`src/rtl/route_pkg.sv`:
```
package route_pkg;

	// machine and buffer sizes
	localparam int XLEN = 32;
	localparam int N_ALU_RS = 4;
	localparam int N_AGU_RS = 2;
	localparam int N_BRANCH_RS = 2;
	localparam int ROB_SIZE = 16;
	localparam int ROB_TAG_WIDTH = 4;

	// base opcodes, bits [6:0] of the instruction word
	localparam logic [6:0] OP_R_TYPE = 7'b0110011;
	localparam logic [6:0] OP_I_ALU = 7'b0010011;
	localparam logic [6:0] OP_LOAD = 7'b0000011;
	localparam logic [6:0] OP_JALR = 7'b1100111;
	localparam logic [6:0] OP_BRANCH = 7'b1100011;
	localparam logic [6:0] OP_STORE = 7'b0100011;
	localparam logic [6:0] OP_JAL = 7'b1101111;
	localparam logic [6:0] OP_LUI = 7'b0110111;
	localparam logic [6:0] OP_AUIPC = 7'b0010111;
	// bubble inserted by decode, routed nowhere
	localparam logic [6:0] OP_BUBBLE = 7'b0000000;

	// instruction class as seen by commit
	localparam logic [1:0] ITYPE_ALU = 2'b00;
	localparam logic [1:0] ITYPE_CTRL = 2'b01;
	localparam logic [1:0] ITYPE_LOAD = 2'b10;
	localparam logic [1:0] ITYPE_STORE = 2'b11;

	// one decoded instruction plus its register file read results
	typedef struct packed {
		logic valid;
		logic flush;
		logic [6:0] opcode;
		logic [1:0] instruction_type;
		logic branch;
		logic jalr;
		logic u_type;
		logic lui;
		logic auipc;
		logic alloc_rob;
		logic alloc_ldq;
		logic alloc_stq;
		logic [XLEN-1:0] pc;
		logic [XLEN-1:0] immediate;
		// 1 for a 4 byte instruction, 0 for a compressed one
		logic length;
		logic [XLEN-1:0] rs1;
		logic [ROB_TAG_WIDTH-1:0] rs1_rob_tag;
		logic rs1_rob_tag_valid;
		logic [XLEN-1:0] rs2;
		logic [ROB_TAG_WIDTH-1:0] rs2_rob_tag;
		logic rs2_rob_tag_valid;
	} decoded_instr_t;

	// fullness of the downstream buffers and stations
	typedef struct packed {
		logic rob_full;
		logic ldq_full;
		logic stq_full;
		logic [N_ALU_RS-1:0] alu_rs_busy;
		logic [N_AGU_RS-1:0] agu_rs_busy;
		logic [N_BRANCH_RS-1:0] branch_rs_busy;
	} resource_status_t;

	// ROB contents that can be forwarded
	typedef struct packed {
		logic [ROB_SIZE-1:0][XLEN-1:0] value;
		logic [ROB_SIZE-1:0] data_ready;
	} rob_view_t;

	// allocate strobes and one-hot station selects
	typedef struct packed {
		logic alloc_rob;
		logic alloc_ldq;
		logic alloc_stq;
		logic [N_ALU_RS-1:0] alu_rs_route;
		logic [N_AGU_RS-1:0] agu_rs_route;
		logic [N_BRANCH_RS-1:0] branch_rs_route;
	} route_t;

	// source operands, value or tag to wait on
	typedef struct packed {
		logic q1_valid;
		logic [ROB_TAG_WIDTH-1:0] q1;
		logic [XLEN-1:0] v1;
		logic q2_valid;
		logic [ROB_TAG_WIDTH-1:0] q2;
		logic [XLEN-1:0] v2;
	} operands_t;

	// registered output of the stage
	typedef struct packed {
		route_t route;
		operands_t ops;
		logic [XLEN-1:0] rob_value;
		logic rob_data_ready;
	} dispatch_t;

endpackage

```
`src/rtl/dispatch_combine.sv`:
```
module dispatch_combine import route_pkg::*; (
	input logic clk,
	input logic rst_n,
	input decoded_instr_t instr,
	input route_t route,
	input operands_t ops,
	output dispatch_t dispatch
);

	// return address, compressed instructions step by 2
	logic [XLEN-1:0] next_pc;
	assign next_pc = instr.pc + (instr.length ? XLEN'(4) : XLEN'(2));

	// control class without a compare, JAL or JALR
	logic is_jump;
	assign is_jump = (instr.instruction_type == ITYPE_CTRL) && !instr.branch;

	// JAL has no work for a functional unit
	logic is_jal;
	assign is_jal = is_jump && !instr.jalr;

	// store whose data came straight from the register file
	logic store_data_ready;
	assign store_data_ready = (instr.instruction_type == ITYPE_STORE)
		&& !instr.rs2_rob_tag_valid;

	// value the new ROB entry starts with
	logic [XLEN-1:0] rob_value_d;

	always_comb begin
		if (is_jump) begin
			// JALR still executes for its target, link value is known now
			rob_value_d = next_pc;
		end else if (instr.lui) begin
			rob_value_d = instr.immediate;
		end else if (instr.auipc) begin
			rob_value_d = instr.pc + instr.immediate;
		end else if (store_data_ready) begin
			rob_value_d = instr.rs2;
		end else begin
			rob_value_d = '0;
		end
	end

	// entry complete at allocation
	// alloc_rob already carries valid, flush and stall
	logic rob_data_ready_d;
	assign rob_data_ready_d = route.alloc_rob
		&& (is_jal || instr.lui || instr.auipc || store_data_ready);

	// control part of the record
	route_t route_q;
	logic rob_data_ready_q;

	always_ff @(posedge clk or negedge rst_n) begin
		if (!rst_n) begin
			route_q <= '0;
			rob_data_ready_q <= 1'b0;
		end else begin
			route_q <= route;
			rob_data_ready_q <= rob_data_ready_d;
		end
	end

	// payload part, only meaningful alongside a strobe
	operands_t ops_q;
	logic [XLEN-1:0] rob_value_q;

	always_ff @(posedge clk) begin
		ops_q <= ops;
		rob_value_q <= rob_value_d;
	end

	assign dispatch = '{
		route: route_q,
		ops: ops_q,
		rob_value: rob_value_q,
		rob_data_ready: rob_data_ready_q
	};

endmodule

```
`src/rtl/instruction_route.sv`:
```
module instruction_route import route_pkg::*; (
	input decoded_instr_t instr,
	input resource_status_t status,
	output route_t route,
	output logic stall
);

	// station class of this instruction
	logic is_alu;
	logic is_agu;
	logic is_branch;

	// u-type values are known already, they go straight to the ROB
	assign is_alu = (instr.instruction_type == ITYPE_ALU) && !instr.u_type;
	// loads and stores both need an address
	assign is_agu = instr.instruction_type[1];
	// JAL has nothing left to execute, only branch and JALR go to the unit
	assign is_branch = (instr.instruction_type == ITYPE_CTRL)
		&& (instr.branch || instr.jalr);

	// free stations per class
	logic [N_ALU_RS-1:0] alu_free;
	logic [N_AGU_RS-1:0] agu_free;
	logic [N_BRANCH_RS-1:0] branch_free;

	assign alu_free = ~status.alu_rs_busy;
	assign agu_free = ~status.agu_rs_busy;
	assign branch_free = ~status.branch_rs_busy;

	// lowest set bit, x & -x keeps only the least significant one
	logic [N_ALU_RS-1:0] alu_pick;
	logic [N_AGU_RS-1:0] agu_pick;
	logic [N_BRANCH_RS-1:0] branch_pick;

	assign alu_pick = alu_free & (~alu_free + N_ALU_RS'(1));
	assign agu_pick = agu_free & (~agu_free + N_AGU_RS'(1));
	assign branch_pick = branch_free & (~branch_free + N_BRANCH_RS'(1));

	// stall reasons, valid is left out so it joins only at the very end
	logic need_full;
	logic no_station;
	logic stall_any;

	// a buffer matters only if this instruction wants an entry in it
	assign need_full = (instr.alloc_rob && status.rob_full)
		|| (instr.alloc_ldq && status.ldq_full)
		|| (instr.alloc_stq && status.stq_full);
	// every station of the needed class taken
	assign no_station = (is_alu && (&status.alu_rs_busy))
		|| (is_agu && (&status.agu_rs_busy))
		|| (is_branch && (&status.branch_rs_busy));
	assign stall_any = need_full || no_station;

	// a flushed instruction is dropped, so it never holds up the pipe
	assign stall = instr.valid && (!instr.flush && stall_any);

	// nothing leaves on a flush or a stall
	logic go;
	assign go = !instr.flush && !stall_any;

	always_comb begin
		route.alloc_rob = instr.valid && (instr.alloc_rob && go);
		route.alloc_ldq = instr.valid && (instr.alloc_ldq && go);
		route.alloc_stq = instr.valid && (instr.alloc_stq && go);
		// each select masked to its own width
		route.alu_rs_route = alu_pick
			& {N_ALU_RS{is_alu}}
			& {N_ALU_RS{go}}
			& {N_ALU_RS{instr.valid}};
		route.agu_rs_route = agu_pick
			& {N_AGU_RS{is_agu}}
			& {N_AGU_RS{go}}
			& {N_AGU_RS{instr.valid}};
		route.branch_rs_route = branch_pick
			& {N_BRANCH_RS{is_branch}}
			& {N_BRANCH_RS{go}}
			& {N_BRANCH_RS{instr.valid}};
	end

endmodule

```
`src/rtl/operand_route.sv`:
```
module operand_route import route_pkg::*; (
	input decoded_instr_t instr,
	input rob_view_t rob,
	output operands_t ops
);

	// ROB entry named by each source tag has its result already
	logic rs1_fwd_ready;
	logic rs2_fwd_ready;

	assign rs1_fwd_ready = rob.data_ready[instr.rs1_rob_tag];
	assign rs2_fwd_ready = rob.data_ready[instr.rs2_rob_tag];

	// resolved rs1, either a value or a tag to watch for
	logic q1_valid_rs1;
	logic [ROB_TAG_WIDTH-1:0] q1_rs1;
	logic [XLEN-1:0] v1_rs1;

	// wait only when the producer is still in flight
	assign q1_valid_rs1 = instr.rs1_rob_tag_valid && !rs1_fwd_ready;
	assign q1_rs1 = q1_valid_rs1 ? instr.rs1_rob_tag : '0;
	// register file, then ROB forward, else zero while waiting
	assign v1_rs1 = !instr.rs1_rob_tag_valid ? instr.rs1
		: rs1_fwd_ready ? rob.value[instr.rs1_rob_tag]
		: '0;

	// resolved rs2, same rules
	logic q2_valid_rs2;
	logic [ROB_TAG_WIDTH-1:0] q2_rs2;
	logic [XLEN-1:0] v2_rs2;

	assign q2_valid_rs2 = instr.rs2_rob_tag_valid && !rs2_fwd_ready;
	assign q2_rs2 = q2_valid_rs2 ? instr.rs2_rob_tag : '0;
	assign v2_rs2 = !instr.rs2_rob_tag_valid ? instr.rs2
		: rs2_fwd_ready ? rob.value[instr.rs2_rob_tag]
		: '0;

	// operand 1
	always_comb begin
		ops.q1_valid = 1'b0;
		ops.q1 = '0;
		case (instr.opcode)
			// pc relative, operand 1 is the pc itself
			OP_JAL, OP_AUIPC: begin
				ops.v1 = instr.pc;
			end
			// LUI needs no base, a bubble goes nowhere
			OP_LUI, OP_BUBBLE: begin
				ops.v1 = '0;
			end
			default: begin
				ops.q1_valid = q1_valid_rs1;
				ops.q1 = q1_rs1;
				ops.v1 = v1_rs1;
			end
		endcase
	end

	// operand 2
	always_comb begin
		ops.q2_valid = 1'b0;
		ops.q2 = '0;
		case (instr.opcode)
			// register-register forms
			OP_R_TYPE, OP_BRANCH: begin
				ops.q2_valid = q2_valid_rs2;
				ops.q2 = q2_rs2;
				ops.v2 = v2_rs2;
			end
			OP_BUBBLE: begin
				ops.v2 = '0;
			end
			// stores carry their offset here, the data goes via the ROB value
			default: begin
				ops.v2 = instr.immediate;
			end
		endcase
	end

endmodule

```
`src/rtl/route_stage.sv`:
```
module route_stage import route_pkg::*; (
	input logic clk,
	input logic rst_n,
	input decoded_instr_t instr,
	input resource_status_t status,
	input rob_view_t rob,
	output logic stall,
	output dispatch_t dispatch
);

	// station choice and allocate strobes
	route_t route;
	// resolved source operands
	operands_t ops;

	// resources and stall
	instruction_route instruction_route_i (
		.instr(instr),
		.status(status),
		.route(route),
		.stall(stall)
	);

	// operands, runs beside the resource check
	operand_route operand_route_i (
		.instr(instr),
		.rob(rob),
		.ops(ops)
	);

	// ROB start value and the output register
	dispatch_combine dispatch_combine_i (
		.clk(clk),
		.rst_n(rst_n),
		.instr(instr),
		.route(route),
		.ops(ops),
		.dispatch(dispatch)
	);

endmodule

```
`config.mk`:
```
export PLATFORM = sky130hd
export DESIGN_NAME = route_stage
export DESIGN_NICKNAME = d
export VERILOG_FILES = /design/src/rtl/route_pkg.sv /design/src/rtl/dispatch_combine.sv /design/src/rtl/instruction_route.sv /design/src/rtl/operand_route.sv /design/src/rtl/route_stage.sv
export SDC_FILE = /design/constraint.sdc
export NUM_CORES = 1
export LEC_CHECK = 0
export ABC_AREA = 1
export ABC_CLOCK_PERIOD_IN_PS = 800
export BUFFER_PORTS_ARGS = -buffer_cell sky130_fd_sc_hd__buf_2
export CAP_MARGIN = 20
export CORE_AREA = 2 2 322 324
export DETAILED_ROUTE_END_ITERATION = 10
export DIE_AREA = 0 0 324 326
export GPL_TIMING_DRIVEN = 0
export PLACE_DENSITY = 0.45
export SETUP_SLACK_MARGIN = 0.05
export SLEW_MARGIN = 20
export SYNTH_ARGS = -nofsm -noshare
export SYNTH_HDL_FRONTEND = slang
export SYNTH_SLANG_ARGS = --single-unit
```
`constraint.sdc`:
```
create_clock -name clk -period 0.8 [get_ports clk]
set_input_delay 0.08 -clock clk [delete_from_list [all_inputs] [get_ports clk]]
set_output_delay 0.08 -clock clk [all_outputs]
set_load 0.03 [all_outputs]
```
==> qor.log, run 1 <==
[placed_design] GPL Wtd Cong 1.03
[synth] synthesized netlist cell count 3,376
[sta] Final Cycle Share 229%
[sta] Worst-Margin Slew 1200 ps
[critical_path] cells traversed along the worst timing path buf_12 > buf_12 > clkinv_8 > buf_12 > buf_12 > nor2_4 > o211ai_1 > o21ai_1 > nand2_1 > nand2_2 > o21ai_2 > nand2_1 > nand2_1
[global_routing] number of global-route vias before repair 30,200
[synth] Netlist cell types 49
[detailed_routing] first-iteration detailed-routing DRC count 4,235
[critical_path] data required time of the worst path 1210 ps
[synth] number of enable-type register cells in the synthesized netlist 0
[synth] cell types with the highest counts after synthesis 796 x nand2_1, 677 x o21ai_0, 368 x nor2_1, 293 x a21oi_1, 271 x inv_1
[floorplan] area inside the core boundary 103,000 um2
[clocking] CTS clk-pin slew, worst paths 60 ps
[power_and_ir_drop] largest voltage drop on the vdd net 0.00132 V
[critical_path] Setup crit end kind register
[detailed_routing] vias 32,800
[sta] Relative slew margins 20.1%
[sta] final number of hold-violating endpoints 6
[power_and_ir_drop] cell internal pwr 20.8 mW
[detailed_routing] DRT Wirelength 210 mm
[power_and_ir_drop] Leakage Power 15.9 nW
[finish] Final Core Density 34.7%
[clocking] maximum root-to-sink buffer count 2
[floorplan] die outline area 106,000 um2
[synth] Synthesis Warnings 0
[finish] relative area change from synthesis to final layout 101%
[min_path] Hold WC Path Type input port to register
[synth] synthesized cell area 17,700 um2
[critical_path] highest fanout seen on the critical path 6
[critical_path] data arrival time of the critical path 2240 ps
[power_and_ir_drop] clock share of power 20.2%
[synth] FFs w/ async S/R, synth 10.2%
[floorplan] Die Span Y 326 um
[power_and_ir_drop] overall power consumption 40.4 mW
[global_routing] antenna violations before repair 104
[sta] WHS -50.8 ps
[detailed_routing] Residual DRC 0
[placed_design] HPWL after DPL 168 mm
[global_routing] GR Overflow Total 0
[run_status] violated checks hold timing, setup timing
[critical_path] CP Class input port to register
[run_status] run status finished with violations
[finish] number of nets in the final layout 5,251
[sta] final count of pins violating max slew 0
[power_and_ir_drop] P per Cell Area 1130 nW/um2
[clocking] number of CTS-inserted buffers 17
[run] number of max-cap violations 0
[synth] cell type contributing the most total cell area after synthesis o21ai_0
[power_and_ir_drop] share of power burned in combinational logic 63.0%
[sta] final-report setup violation count 237
[critical_path] critical path's slowest cell o211ai_1
[power_and_ir_drop] Switching Fraction 48.6%
[placed_design] Port Buffer Count 811
[detailed_routing] number of routed nets with antenna violations 0
[clocking] clock tree from TritonCTS done
[synth] top flip-flop cell by instance count after synthesis dfxtp_1
[synth] biggest area contributors in the synthesized netlist o21ai_0 19%, nand2_1 17%, dfxtp_1 12%, a21oi_1 8.3%, nor2_1 7.8%
[synth] average cell area after synthesis 5.25 um2
[sta] maximum clock frequency 546 MHz
[detailed_routing] detail-routed net length per standard cell 35.3 um
[critical_path] Critical Path Most Common Cell buf_12
[global_routing] first-pass GRT wire length 266 mm
[synth] number of nets in the synthesized netlist 4,110
[floorplan] Horiz. Die Dim 324 um
[synth] part of the Yosys area used for sequential elements 13.7%
[floorplan] initial standard-cell utilization of the core 17.3%
[floorplan] I/O pin count 818
[global_routing] pin count of the biggest net entering global routing 17
[synth] dominant cell by count in the synthesized netlist nand2_1
[power_and_ir_drop] Net Sw Power 19.6 mW
[power_and_ir_drop] share of total power in sequential cells 16.8%
[sta] setup TNS after final layout -106,310 ps
[sta] setup repair after global routing missed its margin true
[detailed_routing] number of search-and-repair iterations in the first detailed-routing pass 7
[sta] smallest setup slack after layout -1030 ps
[finish] share of cells above drive strength 1 50.5%
[clocking] buffer type at the clock tree root clkbuf_16
[critical_path] Setup crit start kind input port
[detailed_routing] vias per cell 5.51
[sta] final worst path period need 1830 ps
[synth] #FFs+latches synth 118
[floorplan] number of rows in the core area 118
[synth] post-synth top area share 19.1%
[global_routing] GRT Total Usage 37.2%
[clocking] Clock Sink Count 118
[critical_path] worst stage delay on the critical path 790 ps
[clocking] maximum level of the CTS H-tree 4
## kinds of logic (layout without fill, tap and decap cells)
| family | after synthesis | count (layout) | share of synthesized area, % |
|---|---|---|---|
| other cells | 0 | 42 | 0 |
| compound gates | 1338 | 1338 | 39.8 |
| flops | 118 | 118 | 13.7 |
| buf+inv | 544 | 1698 | 13.2 |
| xor+xnor | 26 | 26 | 1.28 |
| fa+ha+maj | 35 | 35 | 2.55 |
| simple gates | 1315 | 1315 | 29.6 |
## repair_timing
action / in CTS / in global routing
endpoints found under the setup margin: 231 / 237
endpoints found under the hold margin: 92 / 16
cloned: 17 / 12
buffers inserted: 82 / 117
pin swaps: 181 / 396
gates resized for setup: 760 / 1286
hold buffers: 90 / 13
## critical path: cells and delay by family
| family | cells | cell delay [ps] |
|---|---|---|
| simple gates | 5 | 440 |
| compound gates | 3 | 1180 |
| buf+inv | 5 | 520 |
## through the flow
step,cell area (um2),setup slack (ps),cells
after floorplan,19400,-1010,3376
after global placement,25200,-2260,5567
after detailed placement,25200,-2140,5567
after CTS,30700,-829,5787
after global routing,35600,-1000,5935
final,35600,-1030,5952
## worst paths after layout
path | depth (start not counted) | from | slack (ps) | to
max | 13 | instr[38] | -1030 | dispatch_combine_i.dispatch[79]
max in group asynchronous | 2 | rst_n | 510 | dispatch_combine_i.dispatch[113]
min | 3 | instr[147] | -50 | dispatch_combine_i.dispatch[107]
min in group asynchronous | 2 | rst_n | 50 | dispatch_combine_i.dispatch[107]
## sequential cells by signal, indices dropped and copies added (netlist names)
name and cells:
dispatch_combine_i.dispatch 85, dispatch_combine_i.rob_value_q 32, dispatch_combine_i.rob_data_ready_q 1
## layout make-up
class                           count  area, um2
Tap cell                         1380       1730
Buffer                            251       3090
Fill cell                       11400      67000
Clock buffer                       17        425
Sequential cell                   118       2550
Inverter                          282       1140
Timing Repair inverter              1       11.3
Timing Repair Buffer             1132       8750
Multi-Input combinational cell   2714      17600
Clock inverter                     15        179
Antenna cell                       42        105
## layout by cell type, fill, tap and decap left out, drive strengths merged, types with 12 or more instances in the layout
cell type,netlist,layout
buf,136,1157
o21ai,836,836
nand2,796,796
nor2,370,370
a21oi,294,294
inv,278,286
clkbuf,126,140
o22ai,125,125
dfxtp,106,106
dlygate4sd3,0,98
nand3,90,90
o211ai,49,49
diode,0,42
ha,33,33
nor3,25,25
a31oi,19,19
xor2,16,16
nand4,15,15
dfrtp,12,12
## per-layer routing
layer  track usage (%)  vias to the layer above  part of all wire (%)  routed length (um)
li1                  -                    13800                     -                   -
met1              45.1                    15600                    38               78900
met2              56.3                     2611                    42               87800
met3              13.9                      737                    13               27200
met4              20.5                       62                   7.4               15600
met5                 0                        -                  0.19                 405
## power by group through the flow
stage / clock, mW / sequential, mW / combinational (mW)
finish: 8.15 / 6.79 / 25.5
global route: 8.59 / 6.82 / 26.1
CTS: 8.34 / 6.56 / 21.2
detailed placement: 0 / 6.69 / 17.9
global placement: 0 / 6.69 / 17.9
floorplan: 0 / 7.70 / 7.69
(Power assumes the default switching activity.)
==> run 2, diff against run 1 <==
Settings changed: ABC_AREA 1 to 0, CORE_AREA 2 2 322 324 to 2 2 316 318, DIE_AREA 0 0 324 326 to 0 0 318 320, PLACE_DENSITY 0.45 to 0.43.
==> run 2 against run 1 <==
The run still ends with hold timing, setup timing left. Flip-flop and latch count is the same. Critical path depth shrank 1. Final area shrank 21%. Via count shrank 41%.
==> qor.log, run 2 <==
[placed_design] Placed Instance Area 21,600 um2
[sta] setup repair after global routing missed its margin true
[critical_path] cells traversed along the worst timing path buf_8 > ha_4 > fa_2 > a21oi_4 > o21ai_4 > a221oi_4 > o21ai_4 > o211a_4 > o311a_4 > o31ai_4 > nand3b_1 > a21oi_2
[global_routing] number of global-route vias before repair 19,700
[global_routing] antenna violations before repair 78
[critical_path] highest fanout seen on the critical path 3
[finish] fill cell instance count of the final layout 10,400
[global_routing] GRT Total Usage 25.5%
[clocking] Clock Sink Count 118
[critical_path] Setup crit end kind register
[synth] number of enable-type register cells in the synthesized netlist 0
[synth] post-synth top area share 48.9%
[sta] final-report setup violation count 236
[finish] commonest non-fill, non-tap cells in the layout 670 x buf_2, 330 x mux4_2, 172 x buf_6
[detailed_routing] number of search-and-repair iterations in the first detailed-routing pass 5
[synth] synthesized cell area 15,200 um2
[global_routing] GR Overflow Total 0
[synth] biggest area contributors in the synthesized netlist mux4_2 49%, dfxtp_1 14%, o21ai_0 3.6%, nand2_1 3.0%, a21oi_1 2.8%
[critical_path] CP Class input port to register
[placed_design] HPWL after DPL 112 mm
[sta] final worst path period need 2320 ps
[run] number of max-cap violations 0
[detailed_routing] Residual DRC 0
[synth] cell type contributing the most total cell area after synthesis mux4_2
[global_routing] first-pass GRT wire length 175 mm
[finish] number of nets in the final layout 3,169
[synth] Synthesis Warnings 0
[finish] most common cell after layout, fill and taps aside buf_2
[critical_path] worst path bufs/invs 1
[clocking] clock tree from TritonCTS done
[floorplan] I/O pin count 818
[sta] WHS -32.1 ps
[detailed_routing] vias per cell 5.11
[synth] #FFs+latches synth 118
[critical_path] Critical Path Most Common Cell o21ai_4
[clocking] maximum root-to-sink buffer count 2
[synth] number of nets in the synthesized netlist 2,101
[critical_path] critical path's slowest cell a221oi_4
[sta] Relative slew margins 32.1%
[critical_path] worst stage delay on the critical path 390 ps
[detailed_routing] vias 19,400
[synth] compound-cell area share of the yosys netlist 13.1%
[run_status] violated checks hold timing, setup timing
[global_routing] pin count of the biggest net entering global routing 17
[synth] part of the Yosys area used for sequential elements 15.9%
[placed_design] pre-CTS worst setup slack -2510 ps
[finish] share of cells above drive strength 1 72.4%
[critical_path] family with the most delay on the worst path compound AO/OA/AOI/OAI gates
[finish] Sequential cell area 2550 um2
[floorplan] Horiz. Die Dim 318 um
[finish] number of flip-flops under the largest register name 85
[clocking] number of CTS-inserted buffers 17
[synth] FFs w/ async S/R, synth 10.2%
[power_and_ir_drop] overall power consumption 33.6 mW
[sta] Final Cycle Share 290%
[synth] dominant cell by count in the synthesized netlist mux4_2
[detailed_routing] detail-routed net length per standard cell 35.3 um
[placed_design] GPL Wtd Cong 0.943
[synth] arithmetic-cell share of the synthesized area counting full adders, half adders and majority gates 2.98%
[synth] Netlist cell types 76
[finish] Final Core Density 28.6%
[sta] smallest setup slack after layout -1520 ps
[critical_path] Setup crit start kind input port
[synth] average cell area after synthesis 11.1 um2
[sta] maximum clock frequency 431 MHz
[finish] Multi-input gate area 13,800 um2
[synth] main combinational cell family by area after synthesis multiplexers
[run_status] run status finished with violations
[min_path] Hold WC Path Type input port to register
[power_and_ir_drop] P per Cell Area 1200 nW/um2
[sta] setup TNS after final layout -135,230 ps
[detailed_routing] number of routed nets with antenna violations 0
[sta] Worst-Margin Slew 1010 ps
[synth] synthesized netlist cell count 1,367
[finish] relative area change from synthesis to final layout 84.6%
[synth] cell types with the highest counts after synthesis 330 x mux4_2, 122 x nand2_1, 109 x o21ai_0, 106 x dfxtp_1, 87 x clkbuf_1
[placed_design] Port Buffer Count 807
[clocking] maximum level of the CTS H-tree 4
[clocking] buffer type at the clock tree root clkbuf_16
[clocking] CTS clk-pin slew, worst paths 60 ps
[critical_path] data arrival time of the critical path 2730 ps
[synth] top flip-flop cell by instance count after synthesis dfxtp_1
[power_and_ir_drop] Leakage Power 11.3 nW
[sta] final number of hold-violating endpoints 5
[sta] final count of pins violating max slew 0
[floorplan] die outline area 102,000 um2
[floorplan] initial standard-cell utilization of the core 15.5%
[detailed_routing] DRT Wirelength 134 mm
[power_and_ir_drop] largest voltage drop on the vdd net 0.00159 V
[floorplan] area inside the core boundary 98,000 um2
[floorplan] Die Span Y 320 um
[detailed_routing] first-iteration detailed-routing DRC count 1,850
[synth] share of cell area taken by muxes after synthesis 49.1%
[critical_path] data required time of the worst path 1210 ps
[synth] Synth Area in Simple Gates 12.0%
[floorplan] number of rows in the core area 115
[synth] synthesized-area fraction occupied by xor and xnor cells 3.11%
[finish] final standard cell area without fillers 28,100 um2
## run 2: changes by cell type after synthesis, moves of 44 or more
| cell | change |
|---|---|
| nand3_1 | -66 |
| nor2b_1 | +67 |
| buf_2 | -61 |
| mux4_2 | +330 |
| nor2_1 | -319 |
| a21oi_1 | -208 |
| nand2_1 | -674 |
| inv_1 | -259 |
| o22ai_1 | -113 |
| o21ai_0 | -568 |
| o21ai_1 | -152 |
| o211ai_1 | -44 |
## run 2: kinds of logic (layout without fill, tap and decap cells)
kind of cell	count (synthesis)	count (layout)
compound gates	329	329
xor+xnor	54	54
fa+ha+maj	35	35
buf+inv	142	1223
flops	118	118
mux	333	333
other cells	0	57
simple gates	356	356
## run 2: per-stage QoR
stage / hold WS [ps] / std cells
3_5_place_dp: -21.2 / 3461
2_1_floorplan: -216 / 1367
6_report: -32.1 / 3792
3_3_place_gp: -22.0 / 3461
5_1_grt: -44.4 / 3769
4_1_cts: -102 / 3695
## run 2: path summary, 6_finish.rpt
check,cells past startpoint,to,start
worst min-delay path,4,dispatch_combine_i.dispatch[114],instr[144]
min in group asynchronous,2,dispatch_combine_i.dispatch[117],rst_n
worst max-delay path,12,dispatch_combine_i.rob_value_q[30],instr[107]
max in group asynchronous,2,dispatch_combine_i.dispatch[115],rst_n
## run 2: layout make-up
class	instances	area share (%)
Tap cell	1287	5.74
Clock buffer	20	1.63
Inverter	12	0.160
Timing Repair Buffer	1056	27.6
Multi-Input combinational cell	1107	49.3
Sequential cell	118	9.10
Clock inverter	12	0.455
Buffer	123	5.53
Antenna cell	57	0.508
## run 2: metal layers
layer	up-vias	part of all wire (%)	global-route usage (%)
li1	7824	-	-
met5	-	0.085	0
met3	352	9.6	7.45
met4	20	6.4	14.6
met1	9867	38	30.2
met2	1306	46	41.1
## run 2: what timing repair did
item	in CTS	in global routing
hold buffers	96	6
pin swaps	96	120
endpoints found under the hold margin	104	8
buffers inserted	100	51
cloned	8	0
setup endpoints to repair	237	237
gates resized for setup	744	176
## run 2: report_power, final
part	leakage [nW]	internal (mW)	total (mW)	switching (mW)
Sequential	1.07	6.55	6.84	0.289
Combinational	9.94	8.95	18.6	9.69
Clock	0.277	4.73	8.12	3.39
